<file path="src/dcore_pkg.sv">
package dcore_pkg;

    ////////////////////
    // widths
    ////////////////////

    // time-interleaved lanes out of the ADC
    localparam int N_TI = 16;
    // ADC code width, two's complement
    localparam int N_ADC = 8;
    // LFSR length for generator and checker
    localparam int N_PRBS = 32;
    // error and total counters
    localparam int N_CNT = 32;

    ////////////////////
    // types
    ////////////////////

    typedef logic signed [N_ADC-1:0] adc_code_t;

    // one bit per lane: data, channel mask, error flags
    typedef logic [N_TI-1:0] lane_bits_t;

    // LFSR state or tap mask
    typedef logic [N_PRBS-1:0] prbs_word_t;

    typedef logic [N_CNT-1:0] cnt_t;

    // generator state out of reset, must be nonzero
    localparam prbs_word_t PRBS_SEED = '1;

    // source of the bits fed to the checker
    typedef enum logic {
        SRC_ADC  = 1'b0,
        SRC_BIST = 1'b1
    } src_sel_t;

    // checker operating mode
    typedef enum logic [1:0] {
        CHK_RESET  = 2'd0,
        CHK_ALIGN  = 2'd1,
        CHK_TEST   = 2'd2,
        CHK_FREEZE = 2'd3
    } chk_mode_t;

endpackage

</file>
<file path="src/dcore_prbs_top.sv">
`timescale 1ns/1ps

module dcore_prbs_top (
    input  logic                  clk_adc,
    input  logic                  cdr_rstb,
    // ADC slicer
    input  dcore_pkg::adc_code_t  adc_code_i [dcore_pkg::N_TI-1:0],
    input  dcore_pkg::adc_code_t  bit_level_i,
    // BIST generator controls
    input  logic                  gen_cke_i,
    input  logic                  gen_inj_err_i,
    input  logic                  gen_inv_i,
    // tap mask shared by generator and checker
    input  dcore_pkg::prbs_word_t prbs_eqn_i,
    input  dcore_pkg::src_sel_t   sel_src_i,
    // checker controls
    input  logic                  chk_cke_i,
    input  dcore_pkg::chk_mode_t  chk_mode_i,
    input  dcore_pkg::lane_bits_t chan_sel_i,
    // results
    output dcore_pkg::cnt_t       err_count_o,
    output dcore_pkg::cnt_t       total_count_o,
    output dcore_pkg::lane_bits_t prbs_flags_o
);

    logic                  bist_bit;
    dcore_pkg::lane_bits_t rx_bits;

    ////////////////////
    // BIST source
    ////////////////////

    prbs_gen u_prbs_gen (
        .clk_adc    (clk_adc),
        .cdr_rstb   (cdr_rstb),
        .cke_i      (gen_cke_i),
        .eqn_i      (prbs_eqn_i),
        .inj_err_i  (gen_inj_err_i),
        .inv_i      (gen_inv_i),
        .bist_bit_o (bist_bit)
    );

    ////////////////////
    // slicer and mux
    ////////////////////

    rx_bit_select u_rx_bit_select (
        .clk_adc     (clk_adc),
        .cdr_rstb    (cdr_rstb),
        .adc_code_i  (adc_code_i),
        .bit_level_i (bit_level_i),
        .bist_bit_i  (bist_bit),
        .sel_src_i   (sel_src_i),
        .rx_bits_o   (rx_bits)
    );

    ////////////////////
    // checker
    ////////////////////

    prbs_checker u_prbs_checker (
        .clk_adc       (clk_adc),
        .cdr_rstb      (cdr_rstb),
        .cke_i         (chk_cke_i),
        .mode_i        (chk_mode_i),
        .eqn_i         (prbs_eqn_i),
        .chan_sel_i    (chan_sel_i),
        .rx_bits_i     (rx_bits),
        .err_count_o   (err_count_o),
        .total_count_o (total_count_o),
        .prbs_flags_o  (prbs_flags_o)
    );

endmodule

</file>
<file path="src/prbs_checker.sv">
`timescale 1ns/1ps

module prbs_checker (
    input  logic                  clk_adc,
    input  logic                  cdr_rstb,
    input  logic                  cke_i,
    input  dcore_pkg::chk_mode_t  mode_i,
    input  dcore_pkg::prbs_word_t eqn_i,
    input  dcore_pkg::lane_bits_t chan_sel_i,
    input  dcore_pkg::lane_bits_t rx_bits_i,
    output dcore_pkg::cnt_t       err_count_o,
    output dcore_pkg::cnt_t       total_count_o,
    output dcore_pkg::lane_bits_t prbs_flags_o
);

    dcore_pkg::prbs_word_t hist_q [dcore_pkg::N_TI-1:0];
    dcore_pkg::lane_bits_t err_bits;
    dcore_pkg::lane_bits_t masked_err;
    dcore_pkg::lane_bits_t flags_q;
    dcore_pkg::cnt_t       err_cnt_q;
    dcore_pkg::cnt_t       total_cnt_q;
    dcore_pkg::cnt_t       err_cnt_next;
    dcore_pkg::cnt_t       total_cnt_next;

    // number of set bits across the lanes
    function automatic dcore_pkg::cnt_t popcount(input dcore_pkg::lane_bits_t bits);
        dcore_pkg::cnt_t cnt;
        cnt = '0;
        for (int i = 0; i < dcore_pkg::N_TI; i++) begin
            cnt = cnt + dcore_pkg::cnt_t'(bits[i]);
        end
        return cnt;
    endfunction

    // add that sticks at all ones instead of wrapping
    function automatic dcore_pkg::cnt_t sat_add(input dcore_pkg::cnt_t a,
                                                input dcore_pkg::cnt_t b);
        logic [dcore_pkg::N_CNT:0] sum;
        sum = {1'b0, a} + {1'b0, b};
        return sum[dcore_pkg::N_CNT] ? '1 : sum[dcore_pkg::N_CNT-1:0];
    endfunction

    ////////////////////
    // prediction
    ////////////////////

    // each lane predicts from its own history, so no seed is needed
    always_comb begin
        for (int k = 0; k < dcore_pkg::N_TI; k++) begin
            err_bits[k] = rx_bits_i[k] ^ (^(hist_q[k] & eqn_i));
        end
    end

    assign masked_err     = err_bits & chan_sel_i;
    assign err_cnt_next   = sat_add(err_cnt_q, popcount(masked_err));
    assign total_cnt_next = sat_add(total_cnt_q, popcount(chan_sel_i));

    ////////////////////
    // lane histories
    ////////////////////

    always_ff @(posedge clk_adc or negedge cdr_rstb) begin
        if (!cdr_rstb) begin
            for (int k = 0; k < dcore_pkg::N_TI; k++) begin
                hist_q[k] <= '0;
            end
        end else if (cke_i) begin
            for (int k = 0; k < dcore_pkg::N_TI; k++) begin
                if (mode_i == dcore_pkg::CHK_RESET) begin
                    hist_q[k] <= '0;
                end else begin
                    hist_q[k] <= {hist_q[k][dcore_pkg::N_PRBS-2:0], rx_bits_i[k]};
                end
            end
        end
    end

    ////////////////////
    // counters and flags
    ////////////////////

    always_ff @(posedge clk_adc or negedge cdr_rstb) begin
        if (!cdr_rstb) begin
            err_cnt_q   <= '0;
            total_cnt_q <= '0;
            flags_q     <= '0;
        end else if (cke_i) begin
            case (mode_i)
                dcore_pkg::CHK_RESET: begin
                    err_cnt_q   <= '0;
                    total_cnt_q <= '0;
                    flags_q     <= '0;
                end
                dcore_pkg::CHK_ALIGN: begin
                    // counters hold while the histories fill
                    flags_q <= '0;
                end
                dcore_pkg::CHK_TEST: begin
                    err_cnt_q   <= err_cnt_next;
                    total_cnt_q <= total_cnt_next;
                    flags_q     <= masked_err;
                end
                dcore_pkg::CHK_FREEZE: begin
                    // keep last result for readout
                    flags_q <= flags_q;
                end
            endcase
        end
    end

    assign err_count_o   = err_cnt_q;
    assign total_count_o = total_cnt_q;
    assign prbs_flags_o  = flags_q;

endmodule

</file>
<file path="src/prbs_gen.sv">
`timescale 1ns/1ps

module prbs_gen (
    input  logic                  clk_adc,
    input  logic                  cdr_rstb,
    input  logic                  cke_i,
    input  dcore_pkg::prbs_word_t eqn_i,
    input  logic                  inj_err_i,
    input  logic                  inv_i,
    output logic                  bist_bit_o
);

    dcore_pkg::prbs_word_t state_q;
    logic                  feedback;
    logic                  out_q;

    ////////////////////
    // Fibonacci LFSR
    ////////////////////

    // parity over the tapped state bits
    assign feedback = ^(state_q & eqn_i);

    always_ff @(posedge clk_adc or negedge cdr_rstb) begin
        if (!cdr_rstb) begin
            state_q <= dcore_pkg::PRBS_SEED;
        end else if (cke_i) begin
            // shift up, new bit enters at the bottom
            state_q <= {state_q[dcore_pkg::N_PRBS-2:0], feedback};
        end
    end

    ////////////////////
    // output bit
    ////////////////////

    // inj_err flips just this one bit, inv flips the whole stream
    always_ff @(posedge clk_adc or negedge cdr_rstb) begin
        if (!cdr_rstb) begin
            out_q <= 1'b0;
        end else if (cke_i) begin
            out_q <= feedback ^ inj_err_i ^ inv_i;
        end
    end

    assign bist_bit_o = out_q;

endmodule

</file>
<file path="src/rx_bit_select.sv">
`timescale 1ns/1ps

module rx_bit_select (
    input  logic                 clk_adc,
    input  logic                 cdr_rstb,
    input  dcore_pkg::adc_code_t adc_code_i [dcore_pkg::N_TI-1:0],
    input  dcore_pkg::adc_code_t bit_level_i,
    input  logic                 bist_bit_i,
    input  dcore_pkg::src_sel_t  sel_src_i,
    output dcore_pkg::lane_bits_t rx_bits_o
);

    dcore_pkg::lane_bits_t sliced_bits;
    dcore_pkg::lane_bits_t sel_bits;
    dcore_pkg::lane_bits_t rx_bits_q;

    ////////////////////
    // ADC slicer
    ////////////////////

    // signed compare of each code against the programmable level
    always_comb begin
        for (int k = 0; k < dcore_pkg::N_TI; k++) begin
            sliced_bits[k] = (adc_code_i[k] > bit_level_i);
        end
    end

    ////////////////////
    // source mux
    ////////////////////

    // BIST stream is a single serial bit, copied onto every lane
    always_comb begin
        if (sel_src_i == dcore_pkg::SRC_BIST) begin
            sel_bits = {dcore_pkg::N_TI{bist_bit_i}};
        end else begin
            sel_bits = sliced_bits;
        end
    end

    // one register stage before the checker
    always_ff @(posedge clk_adc or negedge cdr_rstb) begin
        if (!cdr_rstb) begin
            rx_bits_q <= '0;
        end else begin
            rx_bits_q <= sel_bits;
        end
    end

    assign rx_bits_o = rx_bits_q;

endmodule

</file>
<file path="config.mk">
export PLATFORM = sky130hd
export DESIGN_NAME = dcore_prbs_top
export DESIGN_NICKNAME = d
export VERILOG_FILES = /design/src/dcore_pkg.sv /design/src/dcore_prbs_top.sv /design/src/prbs_checker.sv /design/src/prbs_gen.sv /design/src/rx_bit_select.sv
export SDC_FILE = /design/constraint.sdc
export NUM_CORES = 2
export LEC_CHECK = 0
export ABC_AREA = 1
export BUFFER_PORTS_ARGS = -buffer_cell sky130_fd_sc_hd__buf_2
export CAP_MARGIN = 20
export CORE_MARGIN = 4
export CORE_UTILIZATION = 45
export CTS_CLUSTER_DIAMETER = 30
export DETAILED_ROUTE_END_ITERATION = 6
export MAX_ROUTING_LAYER = met4
export PLACE_DENSITY = 0.72
export SYNTH_ARGS = -nofsm -noshare
export SYNTH_HDL_FRONTEND = slang
export SYNTH_SLANG_ARGS = --single-unit
export TNS_END_PERCENT = 100
</file>
<file path="constraint.sdc">
create_clock -name clk_adc -period 17.33 [get_ports clk_adc]
set_clock_uncertainty 0.2 [all_clocks]
set_input_delay 2.5995 -clock clk_adc [delete_from_list [all_inputs] [get_ports clk_adc]]
set_output_delay 2.5995 -clock clk_adc [all_outputs]
set_load 0.01 [all_outputs]
</file>
; ---- After elaboration in Yosys (flattened, before gate mapping)
; Cells that the tools add are included.
; Widths: inputs -> output; s select.
[word_totals]
regBits = 641
latchBits = 0
ram_bits = 0
romBits = 0
inputBits = 193
out_inout_bits = 80
wordCells = 154
mem_count = 0
[classes]
n_addsub = 32
mul = 0
div_mod_pow = 0
n_lt_le_gt_ge = 16
eq_ne = 3
shift = 0
n_mux = 22
bitwise = 37
n_reduce_logical = 22
[op_table]
columns = op, n
row1 = $add 32x1->32, 28
row2 = $mux 32, 18
row3 = $and 32x32->32, 17
row4 = $reduce_xor 32->1, 17
row5 = $gt 8x8->1, 16
row6 = $pmux 32 s2, 2
row7 = $add 32x32->33, 2
row8 = $pmux 16 s2, 1
row9 = $xor 1x1->1, 18
row10 = $and 16x16->16, 1
row11 = $mux 16, 1
row12 = $add 1x1->2, 2
row13 = $eq 2x2->1 const B, 2
row14 = $reduce_and 2->1, 2
row15 = $eq 2x1->1 const B, 1
row16 = $logic_not 2->1, 1
row17 = $reduce_bool 2->1, 1
row18 = $reduce_or 2->1, 1
row19 = $not 1->1, 1

; ---- Depth between registers and ports, before layout
[logic_depth]
ltp_word = 22
mapped_depth = 40

; ---- Cells and area by module
; A second synthesis with hierarchy kept.
[hier_totals]
hier_cells = 6305
hier_area_um2 = 42976.2
[by_module_without_submodules]
columns = module, instances, cells_per_inst, area_per_inst_um2
row1 = prbs_checker, 1, 5384, 36872.9
row2 = rx_bit_select, 1, 597, 3947.5
row3 = prbs_gen, 1, 324, 2155.8

; ---- Worst setup path after synthesis
; No wires, ideal clock.
[synth_path]
path_type = in2reg
start = in prbs_eqn_i[31]
end = reg u_prbs_checker.err_cnt_q[10] (netlist: u_prbs_checker.err_count_o[10])
arrival_time_ns = 8.533
path_slack_ns = 8.521
path_stages = 34
n_path_buf = 2
cell_sequence = buf_2 > buf_4 > nand2_1 > xnor2_1 > inv_1 > nand2_1 > nand2_1 > nand2_1 > nand2_1 > nand2_1 > nand2_1 > clkinv_1 > nand2_1 > and3_1 > ha_1 > fa_1 > fa_1 > inv_1 > fa_1 > fa_1 > fa_1 > fa_1 > fa_1 > inv_1 > nand2_2 > o21ai_2 > nand2_2 > a21oi_4 > inv_4 > nor3_4 > nand3_2 > nand3_1 > nand2_1 > o21ai_2
[synth_between]
elab_chain_len = 22
[synth_rtl]
columns = element, line
row1 = "start, declared", dcore_prbs_top.sv:14  ; input dcore_pkg::prbs_word_t prbs_eqn_i,
row2 = $and 32x32->32, prbs_checker.sv:50  ; err_bits[k] = rx_bits_i[k] ^ (^(hist_q[k] & eqn_i));
row3 = $reduce_xor 32->1, prbs_checker.sv:50
row4 = $xor 1x1->1, prbs_checker.sv:50
row5 = $and 16x16->16 *, prbs_checker.sv:54  ; assign masked_err = err_bits & chan_sel_i;
row6 = $add 1x1->2, prbs_checker.sv:30  ; cnt = cnt + dcore_pkg::cnt_t'(bits[i]);
row7 = $add 32x1->32 (13 in a row), prbs_checker.sv:30
row8 = $add 32x1->32 *, prbs_checker.sv:30
row9 = $add 32x32->33 *, prbs_checker.sv:39  ; sum = {1'b0, a} + {1'b0, b};
row10 = $mux 32 *, prbs_checker.sv:40  ; return sum[dcore_pkg::N_CNT] ? '1 : sum[dcore_pkg::N_CNT-1:0];
row11 = $pmux 32 s2 *, prbs_checker.sv:88  ; case (mode_i)
row12 = "end signal, assigned", prbs_checker.sv:99  ; err_cnt_q <= err_cnt_next;
row13 = "end, declared", prbs_checker.sv:20  ; dcore_pkg::cnt_t err_cnt_q;
; Mark *: on every way between the ends. The rest lies on a longest branch, timed or not.
; A chain may end at the register's enable or synchronous reset.

; ---- Worst setup path after layout
[layout_path]
start = in prbs_eqn_i[15]
end = reg u_prbs_checker.err_cnt_q[20] (netlist: u_prbs_checker.err_count_o[20])
; Same word-level chain as after synthesis.

==> reports/results.tsv <==
metric	value	unit
synthTopCellsByCount	nand2_1 (3159), nand3_1 (725), dfrtp_1 (609), inv_1 (422), xnor2_1 (215)	
start_kind	input port	
synth-async-reset-ratio	100	%
ant_nets	0	
cts_tree	done	
top_layer	met4	
worstPathArrival	9.53	ns
fillers	8922	
routed-wl-met2	62.2	mm
clock-sinks	641	
vias	40800	
drv_cap	0	
worstPathMaxFanout	17	
grt_max_degree	192	
worst_path_max_delay_cell	fa_1	
p_per_area	116	nW/um2
status	completed	
fin_crit_sh	52.5	%
max_freq	110	MHz
dp_cells	7499	
cts_resized	0	
synth_top_area_cell	dfrtp_1	
crit_type	input port to flip-flop	
synth_top_area_share	35.8	%
rr_worst_depth	30	
rsz0062_at_grt	no	
viasPerCell	5.24	
drt-total-wl	132	mm
irDropWorstVdd	0.0984	mV
crit_top_cell	nand2_1	
clockBufferDepth	3	
yosysUniqueCellTypes	50	
portBuffers	272	
drive_gt1_share	9.46	%
path_clk_slew	0.04	ns
finalCriticalPeriod	9.10	ns
final_cells	7780	
ys_ff_latch	641	
yosysMostFrequentCell	nand2_1	
setup_viol	0	
cts_hold_buffers	0	
dp_hpwl	90.1	mm
cts_root_buf	clkbuf_16	
met3WireLength	9.21	mm
hp-class	flip-flop to flip-flop	
synth_edf_count	0	
syn_inst	6211	
synth_flop_cell	dfrtp_1	
required	17.77	ns
gp_congestion	0.910	
grt_pass1_wl	208	mm
synthTopCellsByArea	dfrtp_1 (36%), nand2_1 (28%), nand3_1 (8.5%)	
worst_slew_margin_rel	29.8	%
drv_slew	0	
cellLeakagePower	27.2	nW
first_global_vias	38600	
tightestPinTransition	1.05	ns
cts.htree.levels	4	
firstDrtPassIters	6	
gr-usage-all-layers	27.0	%
drc	0	
wl_per_cell	16.9	um
met1_length	53.9	mm
hold_viol	0	
synthesis.area	42500	um2
worstSetupEndpointType	flip-flop	
postCtsSetupBuffers	0	
nets	6764	
yosys_warnings	0	
clock_latency	0.74	ns
hold_depth	2	
area_delta_synth_final	17.0	%
ioPinCount	273	
cts_buffers	150	
start_util	45.5	%
dieHeight	315	um
die_x	315	um
avgSynthCellArea	6.85	um2
row_count	112	
finalSetupTns	0	ns
drt_iter0_drc	3632	
syn-num-nets	6574	
antenna_found_initial	12	
dieArea	99500	um2
crit_path_max_incr_delay	0.56	ns
ys_seq_area_share	37.8	%
grt-ovfl-total	0	
core-area	93500	um2
worst max-delay path, delay by kind of cell:
kind	cells	cell delay (ns)
simple gates	15	1.90
compound gates	3	0.43
buf+inv	4	0.61
fa+ha+maj	8	3.72
xor+xnor	1	0.24
stage by stage:
step | hold WS [ns] | area [um2] | total power, mW | util, % | worst slack [ns]
after floorplan | 0.244 | 42500 | 2.52 | - | 8.52
after global placement | 0.262 | 44500 | 2.86 | 47.6 | 7.67
after detailed placement | 0.265 | 44500 | 2.91 | 47.6 | 7.55
after CTS | 0.272 | 49700 | 5.79 | 53.1 | 8.28
after global routing | 0.293 | 49800 | 6.05 | 53.2 | 7.85
final | 0.272 | 49800 | 5.76 | 53.2 | 8.23
cell type report:
type / instances / area [um2] / area share (%)
Multi-Input combinational cell: 4882 / 23600 / 47.5
Clock inverter: 76 / 958 / 1.93
Clock buffer: 195 / 4210 / 8.45
Sequential cell: 641 / 16100 / 32.3
Timing Repair Buffer: 300 / 1670 / 3.35
Inverter: 426 / 1610 / 3.23
Tap cell: 1254 / 1570 / 3.15
Antenna cell: 6 / 15.0 / 0.0302
power by group:
part | internal [mW] | total [mW] | switching (mW)
Combinational | 0.413 | 1.21 | 0.792
Clock | 1.95 | 2.87 | 0.911
Sequential | 1.60 | 1.69 | 0.0942
Total | 3.96 | 5.76 | 1.80
cell families (layout without fill, tap and decap cells):
| logic type | after synthesis | after routing | share of synthesized area (%) |
|---|---|---|---|
| DFF | 641 | 641 | 37.8 |
| xor gates and xnor gates | 397 | 397 | 8.18 |
| buffers and inverters | 688 | 997 | 6.59 |
| other | 0 | 6 | 0 |
| and+or+nand+nor | 4061 | 4061 | 38.8 |
| AOI/OAI and AO/OA | 254 | 254 | 3.25 |
| adders and majority gates | 170 | 170 | 5.39 |
final timing paths:
check | start | end | slack (ns)
setup / recovery | prbs_eqn_i[15] | u_prbs_checker.err_count_o[20] | 8.23
hold / removal | u_prbs_checker.prbs_flags_o[2] | u_prbs_checker.prbs_flags_o[2] | 0.27
setup reg to reg | u_prbs_checker.hist_q[47] | u_prbs_checker.err_count_o[20] | 10.13
hold reg to reg | u_prbs_checker.prbs_flags_o[2] | u_prbs_checker.prbs_flags_o[2] | 0.27
max in group asynchronous | cdr_rstb | u_prbs_checker.hist_q[321] | 11.98
min in group asynchronous | cdr_rstb | u_prbs_checker.hist_q[242] | 1.72
routing by layer:
layer | vias up | GRT usage, %
met5 | - | -
li1 | 19900 | -
met3 | 340 | 4.77
met2 | 1433 | 43.6
met4 | 0 | 12.6
met1 | 19100 | 33.0
cell usage in the layout, fill, tap and decap left out, types with 20 or more instances in the layout:
master / n
a21oi_1: 85
clkbuf_8: 22
nand3_1: 725
nand2_1: 3158
nor2_1: 60
buf_2: 270
xor2_1: 182
clkbuf_16: 153
clkinv_2: 25
inv_1: 422
o21ai_1: 29
dfstp_2: 32
xnor2_1: 215
buf_4: 22
dfrtp_1: 609
clkbuf_1: 20
ha_1: 148
nor3_1: 37
nand4_1: 25
fa_1: 22
o21ai_0: 103
sequential cells by signal (all words and copies together), names as in the netlist:
register                      flops
u_prbs_checker.hist_q           512
u_prbs_checker.err_count_o       32
u_prbs_checker.total_count_o     32
u_prbs_gen.state_q               32
u_prbs_checker.prbs_flags_o      16
u_rx_bit_select.rx_bits_o        16
u_prbs_gen.bist_bit_o             1
(Power assumes the default switching activity.)
